===== src/mlp_macros.svh =====
`ifndef MLP_MACROS_SVH
`define MLP_MACROS_SVH

// width of every data word in the network.
`define MLP_WIDTH 16

// number of input features per vector.
`define MLP_FEATURES 15

// neurons in the hidden layer.
`define MLP_HIDDEN 4

// neurons in the output layer, one per class.
`define MLP_CLASSES 3

`endif


===== src/mlpPkg.sv =====
`include "mlp_macros.svh"

package mlpPkg;

	// two's-complement data word, all arithmetic wraps at this width.
	typedef logic signed [`MLP_WIDTH-1:0] word_t;

	// one row of weights for a hidden or an output neuron.
	typedef word_t [`MLP_FEATURES-1:0] hiddenRow_t;
	typedef word_t [`MLP_HIDDEN-1:0] outputRow_t;

	typedef logic [$clog2(`MLP_CLASSES)-1:0] classIdx_t;

	typedef enum logic
	{
		actRelu,
		actLinear
	} actFunc_t;

	// highest feature sits in the upper bits.
	typedef struct packed
	{
		word_t feat14;
		word_t feat13;
		word_t feat12;
		word_t feat11;
		word_t feat10;
		word_t feat9;
		word_t feat8;
		word_t feat7;
		word_t feat6;
		word_t feat5;
		word_t feat4;
		word_t feat3;
		word_t feat2;
		word_t feat1;
		word_t feat0;
	} featureVec_t;

	typedef struct packed
	{
		word_t hid3;
		word_t hid2;
		word_t hid1;
		word_t hid0;
	} hiddenVec_t;

	typedef struct packed
	{
		word_t score2;
		word_t score1;
		word_t score0;
	} scoreVec_t;

	// hidden layer weights, indexed [neuron][feature].
	localparam word_t hiddenWeights [`MLP_HIDDEN][`MLP_FEATURES] = '{
		'{16'sd16, -16'sd10, -16'sd4, 16'sd13, 16'sd22,
			-16'sd24, 16'sd1, 16'sd12, 16'sd4, -16'sd1,
			-16'sd9, 16'sd10, -16'sd3, 16'sd18, 16'sd16},
		'{-16'sd7, 16'sd14, 16'sd9, -16'sd12, 16'sd3,
			16'sd8, -16'sd20, 16'sd5, 16'sd11, -16'sd6,
			16'sd17, -16'sd2, 16'sd7, -16'sd15, 16'sd2},
		'{16'sd5, 16'sd21, -16'sd13, -16'sd8, -16'sd16,
			16'sd2, 16'sd9, -16'sd4, -16'sd19, 16'sd14,
			16'sd6, 16'sd11, -16'sd1, 16'sd8, -16'sd11},
		'{-16'sd3, -16'sd5, 16'sd18, 16'sd7, -16'sd9,
			16'sd13, 16'sd4, -16'sd17, 16'sd6, 16'sd20,
			-16'sd12, -16'sd8, 16'sd15, 16'sd1, -16'sd6}
	};

	localparam word_t hiddenBias [`MLP_HIDDEN] = '{
		-16'sd1, 16'sd3, -16'sd4, 16'sd2
	};

	// output layer weights, indexed [class][hidden neuron].
	localparam word_t outputWeights [`MLP_CLASSES][`MLP_HIDDEN] = '{
		'{16'sd9, -16'sd6, 16'sd4, -16'sd3},
		'{-16'sd5, 16'sd11, -16'sd7, 16'sd8},
		'{16'sd3, 16'sd2, 16'sd10, -16'sd9}
	};

	localparam word_t outputBias [`MLP_CLASSES] = '{
		16'sd5, -16'sd2, 16'sd1
	};

	// packs one table row into the vector form a neuron takes as parameter.
	function automatic hiddenRow_t hiddenRow(input int n);
		hiddenRow_t row;
		for (int i = 0; i < `MLP_FEATURES; i++)
		begin
			row[i] = hiddenWeights[n][i];
		end
		return row;
	endfunction

	function automatic outputRow_t outputRow(input int n);
		outputRow_t row;
		for (int i = 0; i < `MLP_HIDDEN; i++)
		begin
			row[i] = outputWeights[n][i];
		end
		return row;
	endfunction

endpackage


===== src/neuron.sv =====
`timescale 1ns/1ns
`include "mlp_macros.svh"

module neuron #(
	parameter int INPUTS = 15,
	parameter mlpPkg::actFunc_t ACT = mlpPkg::actRelu,
	parameter mlpPkg::word_t [INPUTS-1:0] WEIGHTS = '0,
	parameter mlpPkg::word_t BIAS = '0
) (
	input logic clk,
	input logic reset,
	input mlpPkg::word_t [INPUTS-1:0] in,
	output mlpPkg::word_t out
);
	import mlpPkg::*;

	word_t [INPUTS-1:0] inReg;
	word_t [INPUTS-1:0] products;
	word_t sumNext;
	word_t sumReg;
	word_t actValue;

	// the first stage captures the inputs.
	always_ff @(posedge clk)
	begin
		if (reset)
		begin
			inReg <= '0;
		end
		else
		begin
			inReg <= in;
		end
	end

	// each product keeps only its low word.
	always_comb
	begin
		for (int i = 0; i < INPUTS; i++)
		begin
			products[i] = word_t'(inReg[i] * WEIGHTS[i]);
		end
	end

	// sum of products plus bias wraps on overflow.
	always_comb
	begin
		sumNext = BIAS;
		for (int i = 0; i < INPUTS; i++)
		begin
			sumNext = word_t'(sumNext + products[i]);
		end
	end

	// the second stage registers the sum.
	always_ff @(posedge clk)
	begin
		if (reset)
		begin
			sumReg <= '0;
		end
		else
		begin
			sumReg <= sumNext;
		end
	end

	// relu looks only at the sign bit of the wrapped sum.
	always_comb
	begin
		case (ACT)
			actRelu:
			begin
				if (sumReg[`MLP_WIDTH-1])
				begin
					actValue = '0;
				end
				else
				begin
					actValue = sumReg;
				end
			end
			actLinear:
			begin
				actValue = sumReg;
			end
		endcase
	end

	// the third stage registers the activation.
	always_ff @(posedge clk)
	begin
		if (reset)
		begin
			out <= '0;
		end
		else
		begin
			out <= actValue;
		end
	end

endmodule


===== src/classSelect.sv =====
`timescale 1ns/1ns
`include "mlp_macros.svh"

module classSelect (
	input logic clk,
	input logic reset,
	input mlpPkg::scoreVec_t scores,
	output mlpPkg::classIdx_t classIdx
);
	import mlpPkg::*;

	word_t [`MLP_CLASSES-1:0] scoreWords;
	word_t bestScore;
	classIdx_t bestIdx;

	assign scoreWords[0] = scores.score0;
	assign scoreWords[1] = scores.score1;
	assign scoreWords[2] = scores.score2;

	// scan from class 0 upward.
	// a strict compare leaves ties with the lower index.
	always_comb
	begin
		bestIdx = '0;
		bestScore = scoreWords[0];
		for (int c = 1; c < `MLP_CLASSES; c++)
		begin
			if ($signed(scoreWords[c]) > $signed(bestScore))
			begin
				bestIdx = classIdx_t'(c);
				bestScore = scoreWords[c];
			end
		end
	end

	always_ff @(posedge clk)
	begin
		if (reset)
		begin
			classIdx <= '0;
		end
		else
		begin
			classIdx <= bestIdx;
		end
	end

endmodule


===== src/mlpCore.sv =====
`timescale 1ns/1ns
`include "mlp_macros.svh"

module mlpCore (
	input logic clk,
	input logic reset,
	input mlpPkg::featureVec_t features,
	output mlpPkg::scoreVec_t scores,
	output mlpPkg::classIdx_t classIdx
);
	import mlpPkg::*;

	word_t [`MLP_FEATURES-1:0] featureWords;
	word_t [`MLP_HIDDEN-1:0] hiddenOut;
	hiddenVec_t hidden;
	word_t [`MLP_HIDDEN-1:0] hiddenWords;
	word_t [`MLP_CLASSES-1:0] scoreOut;

	// feature fields in input order.
	assign featureWords[0] = features.feat0;
	assign featureWords[1] = features.feat1;
	assign featureWords[2] = features.feat2;
	assign featureWords[3] = features.feat3;
	assign featureWords[4] = features.feat4;
	assign featureWords[5] = features.feat5;
	assign featureWords[6] = features.feat6;
	assign featureWords[7] = features.feat7;
	assign featureWords[8] = features.feat8;
	assign featureWords[9] = features.feat9;
	assign featureWords[10] = features.feat10;
	assign featureWords[11] = features.feat11;
	assign featureWords[12] = features.feat12;
	assign featureWords[13] = features.feat13;
	assign featureWords[14] = features.feat14;

	// hidden layer, every neuron sees the whole feature vector.
	generate
		for (genvar n = 0; n < `MLP_HIDDEN; n++)
		begin : hiddenLayer
			neuron #(
				.INPUTS(`MLP_FEATURES),
				.ACT(actRelu),
				.WEIGHTS(hiddenRow(n)),
				.BIAS(hiddenBias[n])
			) hiddenNeuron_i (
				.clk(clk),
				.reset(reset),
				.in(featureWords),
				.out(hiddenOut[n])
			);
		end
	endgenerate

	assign hidden.hid0 = hiddenOut[0];
	assign hidden.hid1 = hiddenOut[1];
	assign hidden.hid2 = hiddenOut[2];
	assign hidden.hid3 = hiddenOut[3];

	assign hiddenWords[0] = hidden.hid0;
	assign hiddenWords[1] = hidden.hid1;
	assign hiddenWords[2] = hidden.hid2;
	assign hiddenWords[3] = hidden.hid3;

	// output layer is linear so scores may go negative.
	generate
		for (genvar n = 0; n < `MLP_CLASSES; n++)
		begin : outputLayer
			neuron #(
				.INPUTS(`MLP_HIDDEN),
				.ACT(actLinear),
				.WEIGHTS(outputRow(n)),
				.BIAS(outputBias[n])
			) outputNeuron_i (
				.clk(clk),
				.reset(reset),
				.in(hiddenWords),
				.out(scoreOut[n])
			);
		end
	endgenerate

	// scores leave straight from the output neuron registers.
	assign scores.score0 = scoreOut[0];
	assign scores.score1 = scoreOut[1];
	assign scores.score2 = scoreOut[2];

	classSelect classSelect_i (
		.clk(clk),
		.reset(reset),
		.scores(scores),
		.classIdx(classIdx)
	);

endmodule


===== config.mk =====
export PLATFORM = sky130hd
export DESIGN_NAME = mlpCore
export DESIGN_NICKNAME = d
export VERILOG_FILES = /design/src/mlpPkg.sv /design/src/neuron.sv /design/src/classSelect.sv /design/src/mlpCore.sv
export VERILOG_INCLUDE_DIRS = /design/src /design/src/src
export SDC_FILE = /design/constraint.sdc
export NUM_CORES = 2
export LEC_CHECK = 0
export ABC_AREA = 1
export BUFFER_PORTS_ARGS = -buffer_cell sky130_fd_sc_hd__buf_2
export CAP_MARGIN = 10
export CORE_MARGIN = 5
export CORE_UTILIZATION = 30
export DETAILED_ROUTE_END_ITERATION = 10
export HOLD_SLACK_MARGIN = 0.12
export PLACE_DENSITY = 0.48
export SLEW_MARGIN = 30
export SYNTH_ARGS = -nofsm -noshare
export SYNTH_HDL_FRONTEND = slang
export SYNTH_SLANG_ARGS = --single-unit

===== constraint.sdc =====
create_clock -name clk -period 8.8 [get_ports clk]
set_clock_uncertainty 0.1 [all_clocks]
set_input_delay 0.88 -clock clk [delete_from_list [all_inputs] [get_ports clk]]
set_output_delay 0.88 -clock clk [all_outputs]
set_load 0.005 [all_outputs]

Yosys cells after proc, flatten, opt, wreduce, memory -nomap -nowiden
Cells that the tools add are included.
{ "totals": {"regBits": 530, "inputBits": 242, "output_inout_bits": 50, "word_cells": 180} }
{ "op_classes": {"addsub": 80, "multipliers": 51, "magnitude_cmp": 2, "mux": 3, "n_reduce_logical": 5} }
{ "ops": {"columns": ["op", "count"], "rows": [
  ["$add A16 B16 Y16", 65],
  ["$mul A16 B5 Y16 const B", 15],
  ["$mul A16 B4 Y16 const B", 8],
  ["$mul A16 B3 Y15 const B", 5],
  ["$mul A16 B3 Y16 const B", 5],
  ["$mul A16 B4 Y15 const B", 5],
  ["$mul A16 B6 Y16 const B", 4],
  ["$add A3 B16 Y16 const A", 3],
  ["$mul A16 B3 Y14 const B", 3],
  ["$mul A16 B5 Y15 const B", 3],
  ["$add A2 B16 Y16 const A", 2],
  ["$gt A16 B16 Y1", 2],
  ["$mul A16 B4 Y14 const B", 2],
  ["$neg A16 Y16", 2],
  ["$neg A14 Y14", 2],
  ["$neg A13 Y13", 2],
  ["$add A1 B16 Y16 const A", 1],
  ["$add A4 B16 Y16 const A", 1],
  ["$mul A16 B3 Y13 const B", 1],
  ["$mux W16", 1],
  ["$neg A15 Y15", 1],
  ["$neg A12 Y12", 1],
  ["$reduce_or A2 Y1", 5],
  ["$mux W2", 1],
  ["$mux W1", 1]
]} }

Logic depth before layout (Yosys ltp)
{ "logic_depth": {"ltp_word": 16, "mapped_depth": 44, "mapped_depth_nobuf": 44} }

Cells and area by module
From an unflattened synthesis, not the netlist that was laid out.
{ "hier_totals": {"hier_cells": 12433, "area_unflattened_um2": 108053.6} }
{ "by_module_without_submodules": {"columns": ["mod", "instances", "cells_each", "area_per_inst_um2", "seq_area_each_um2"], "rows": [
  ["neuron at hiddenLayer[3].hiddenNeuron_i", 1, 2643, 23588.9, 5185.0],
  ["neuron at hiddenLayer[1].hiddenNeuron_i", 1, 2478, 21952.3, 5205.0],
  ["neuron at hiddenLayer[2].hiddenNeuron_i", 1, 2471, 21587.0, 5124.9],
  ["neuron at hiddenLayer[0].hiddenNeuron_i", 1, 2343, 20164.3, 5004.8],
  ["neuron at outputLayer[1].outputNeuron_i", 1, 767, 6632.6, 1861.8],
  ["neuron at outputLayer[2].outputNeuron_i", 1, 746, 6505.0, 1881.8],
  ["neuron at outputLayer[0].outputNeuron_i", 1, 779, 6406.1, 1861.8],
  ["classSelect", 1, 206, 1217.4, 40.0]
]} }

Worst setup path after synthesis
OpenSTA, ideal clock, no wires.
{ "synth_timing": {"kind": "register to register", "from": "register, netlist name hiddenLayer[3].hiddenNeuron_i.inReg[98]", "to": "register hiddenLayer[1].hiddenNeuron_i.sumReg[15]", "setup_ns": 0.113, "t_arrival_ns": 8.549, "path_slack_ns": 0.038, "path_stages_with_launch": 38, "path_buffers": 0, "path_cell_list": "dfxtp_1 -> inv_1 -> ha_1 -> fa_1 -> ha_1 -> ha_1 -> a21oi_1 -> inv_1 -> a31oi_1 -> o21ai_0 -> nand3_1 -> nand2_1 -> a21oi_1 -> o21ai_0 -> xnor2_1 -> fa_1 -> fa_1 -> fa_1 -> [... 2 more ...] -> fa_1 -> inv_1 -> fa_1 -> inv_1 -> fa_1 -> fa_1 -> inv_1 -> ha_1 -> nand4_1 -> nor3_1 -> nand2_1 -> o2111ai_1 -> xnor2_1 -> nand3_1 -> nand2_1 -> nand2_1 -> nand2_1 -> nor2_1"} }
{ "synth_lines": {"columns": ["element", "line_no", "text"], "rows": [
  ["end signal: assignment", "neuron.sv:64", "sumReg <= sumNext;"],
  ["end: declaration", "neuron.sv:20", "word_t sumReg;"]
]} }

==> metrics.md <==
| Metric | Value |
|---|---|
| Status | finished, violations left |
| Failing checks | negative setup slack |
| Grt ovf | 0 |
| Routed Antenna Nets | 0 |
| Syn Area/Cell | just over 9 um2 |
| Global-route wire length before repair | around 480 mm |
| Post-Route Setup TNS | -992 ps |
| Mapped Cells | between 8,000 and 9,000 |
| Initial antenna violation count | 8 |
| Seq/Total Area, Yosys | 0.129 |
| Minimum clock period | 9050 ps |
| Syn nets | approximately 12,000 |
| Commonest non-fill, non-tap cell in the layout | inv_1 |
| H-tree Lvls | 3 |
| Port bufs | 291 |
| Crit path largest cell delay | 570 ps |
| Seq cells post-synth | 520 |
| RSZ-0062 raised after global routing | true |
| CTS max path bufs | 3 |
| Inserted Clock Buffers | 70 |
| Share of cells above drive strength 1 | 0.195 |
| Setup slack, reg-to-reg | -250 ps |
| Most frequent CP cell | fa_1 |
| Max Cap Violations | 0 |
| Metal3 WL | around 13 mm |
| Synth Warn # | 0 |
| Worst hold start | features[166] |
| Max-slew headroom | 0.272 |
| Die area | 279,000 um2 |
| Via count of the routed design | approximately 60,000 |
| CTS hold repair buffers | 0 |
| Crit end category | flop |
| Worst endpoint required time | slightly above 9000 ps |
| Largest net degree at the start of global routing | about 130 |
| Post-synth EDFFs | 0 |
| Highest metal used | met5 |
| Die X-Extent | approximately 530 um |
| Post-DR vias/cell | ~4.3 |
| Drc violations | 0 |
| Startpoint Class | flop |
| Max Clock Freq | 0.110 GHz |
| Final instance area | 100,000 um2 |
| Hpwl dp | 308 mm |
| Worst R2R End | hiddenLayer[2].hiddenNeuron_i.sumReg[15] |
| Total wire length | around 340 mm |
| Layout Area Growth over Synthesis | 24.3% |
| Worst min-delay path class | input pin to flop |
| Vias in the first global route | about 66,000 |
| CTS Sinks | 520 |
| I/O pins | just under 300 |
| CTS tree | built |
| Final setup viols | 8 |
| Starting Density | 0.301 |
| Fin. Hold Viols | 0 |
| Tot GR Track Use | 0.245 |
| Routed met2 length | about 170 mm |
| Prevailing post-synth register cell | dfxtp_1 |
| Core area | approximately 270,000 um2 |
| WL met1 | ~140 mm |
| Std-Cell Rows | 190 |
| Distinct cells, synth | 48 |
| Hold Path Depth | 3 |
| Root Driver | clkbuf_16 |
| Initial DRC count | between 3,000 and 4,000 |
| RD Place Congestion | a little over 1 |
| Clk Latency, worst-skew pair | around 740 ps |
| Slew Limit Fails | 0 |
| WL per Instance | 24.9 um |
| Die Y | between 500 and 600 um |
| # fillers | approximately 27,000 |
| Final Worst Setup Slack | -253 ps |
| Worst EP arrival | 9580 ps |
| Worst Hold Path EP | hiddenLayer[3].hiddenNeuron_i.inReg[166] |
| Synthesized area | about 80,000 um2 |
| FF-to-FF Start | hiddenLayer[3].hiddenNeuron_i.inReg[147] |
| CP max stage cell | fa_1 |
| R2R cell count | 38 |
| CP Max Fanout | 4 |
| Hold_ws | between 200 and 250 ps |
| Detailed-router iteration count before antenna repair | 5 |
| Clock transition at path regs | roughly 60 ps |
| Post-route clock period utilization | 1.03 |
| Crit path kind | flop to flop |
| Ys async rst share | 0 |
| DP Area | around 95,000 um2 |
| Highest-count cells in the layout ignoring fill and taps | 2,816 x inv_1, 1,446 x fa_1, 1,247 x ha_1, 1,025 x buf_4, 555 x nor2_1 |
| Final core occ | 0.374 |
| Worst-Margin Slew | between 1000 and 1500 ps |
| Nets@finish | 13,085 |
-- critical path: cells and delay by family (launching register included) --
| kind | cells | cell delay (ps) |
|---|---|---|
| xor+xnor | 3 | 530 |
| flops | 1 | 360 |
| fa+ha+maj | 13 | 5920 |
| buf+inv | 6 | 370 |
| simple gates | 12 | 1090 |
| compound gates | 4 | 550 |
-- area by class of cell --
type,count,area (um2),share of cell area
Antenna cell,4,10.0,0.0000999
Clock buffer,89,1970,0.0197
Clock inverter,33,448,0.00447
Inverter,2865,10800,0.107
Multi-Input combinational cell,5170,61600,0.615
Sequential cell,520,10500,0.105
Tap cell,3552,4440,0.0444
Timing Repair Buffer,1394,10500,0.105
-- worst max path at each step --
| stage | from | to | slack [ps] | cells past startpoint |
|---|---|---|---|---|
| floorplan | hiddenLayer[3].hiddenNeuron_i.inReg[98] | hiddenLayer[1].hiddenNeuron_i.sumReg[15] | 40 | 37 |
| global placement | hiddenLayer[3].hiddenNeuron_i.inReg[18] | hiddenLayer[1].hiddenNeuron_i.sumReg[15] | -870 | 44 |
| detailed placement | hiddenLayer[3].hiddenNeuron_i.inReg[164] | hiddenLayer[3].hiddenNeuron_i.sumReg[15] | -800 | 37 |
| CTS | hiddenLayer[3].hiddenNeuron_i.inReg[18] | hiddenLayer[1].hiddenNeuron_i.sumReg[15] | -520 | 43 |
| global route | hiddenLayer[3].hiddenNeuron_i.inReg[147] | hiddenLayer[2].hiddenNeuron_i.sumReg[15] | -570 | 38 |
| finish | hiddenLayer[3].hiddenNeuron_i.inReg[147] | hiddenLayer[2].hiddenNeuron_i.sumReg[15] | -250 | 38 |
-- stage by stage --
step	cells	setup WS [ps]
after floorplan	8620	38.2
after global placement	13473	-872
after detailed placement	13473	-796
after CTS	13616	-520
after global routing	13624	-574
final	13627	-253
-- per-layer routing --
metal	vias up	global-route usage
li1	28017	-
met1	29295	0.291
met2	1363	0.428
met3	481	0.0274
met4	2	0.144
met5	-	0
-- kinds of logic (layout without fill, tap and decap cells) --
family / count (synthesis) / count (layout) / synth area share
buffers and inverters: 2930 / 4381 / 0.137
adders and majority gates: 2822 / 2822 / 0.577
and+or+nand+nor: 1254 / 1254 / 0.0629
AOI/OAI and AO/OA: 613 / 613 / 0.0421
DFF: 520 / 520 / 0.129
xor gates and xnor gates: 481 / 481 / 0.0526
other: 0 / 4 / 0
-- sequential cells by signal, summed over array words and instances, names as in the netlist --
name,count
hiddenLayer.hiddenNeuron_i.inReg,240
hiddenLayer.hiddenNeuron_i.sumReg,64
hiddenLayer.hiddenNeuron_i.out,60
outputLayer.outputNeuron_i.inReg,60
outputLayer.outputNeuron_i.actValue,47
outputLayer.outputNeuron_i.out,47
classSelect_i.classIdx,2
-- what timing repair did --
item                       in CTS  in global routing
setup endpoints to repair      22                 22
buffers inserted               25                 15
resized for setup             309                261
pin swaps                     155                251
-- synth_stat cells, types with 2 or more instances --
cell,count,share of area
nand4_1,15,0.0012
ha_1,1334,0.21
fa_1,1488,0.37
a21o_1,23,0.0021
o31ai_1,8,0.00075
o21ai_1,4,0.00025
nand2_2,3,0.00023
nor2_2,3,0.00023
o21ai_0,168,0.010
o31ai_2,2,0.00031
nand3b_1,17,0.0016
o221ai_1,4,0.00043
xor2_1,258,0.028
nand2_1,476,0.022
clkbuf_1,57,0.0027
nor4_1,3,0.00023
o211ai_1,4,0.00037
o21a_1,10,0.00093
inv_1,2863,0.13
o2111ai_1,7,0.00076
a221oi_1,2,0.00022
o21bai_1,34,0.0032
and2_1,8,0.00062
buf_4,2,0.00019
nand2b_1,2,0.00016
buf_1,5,0.00023
o31a_1,2,0.00022
a21oi_1,313,0.019
a211oi_1,6,0.00056
xnor2_1,220,0.024
nor3_1,26,0.0016
dfxtp_1,520,0.13
nand3_1,112,0.0070
or2_1,2,0.00016
a31oi_1,23,0.0018
xnor2_2,2,0.00040
nor2_1,575,0.027
or2_2,9,0.00070
Power is not shown: default switching activity piles up to over one toggle a cycle in this logic, so the estimate is an artifact.
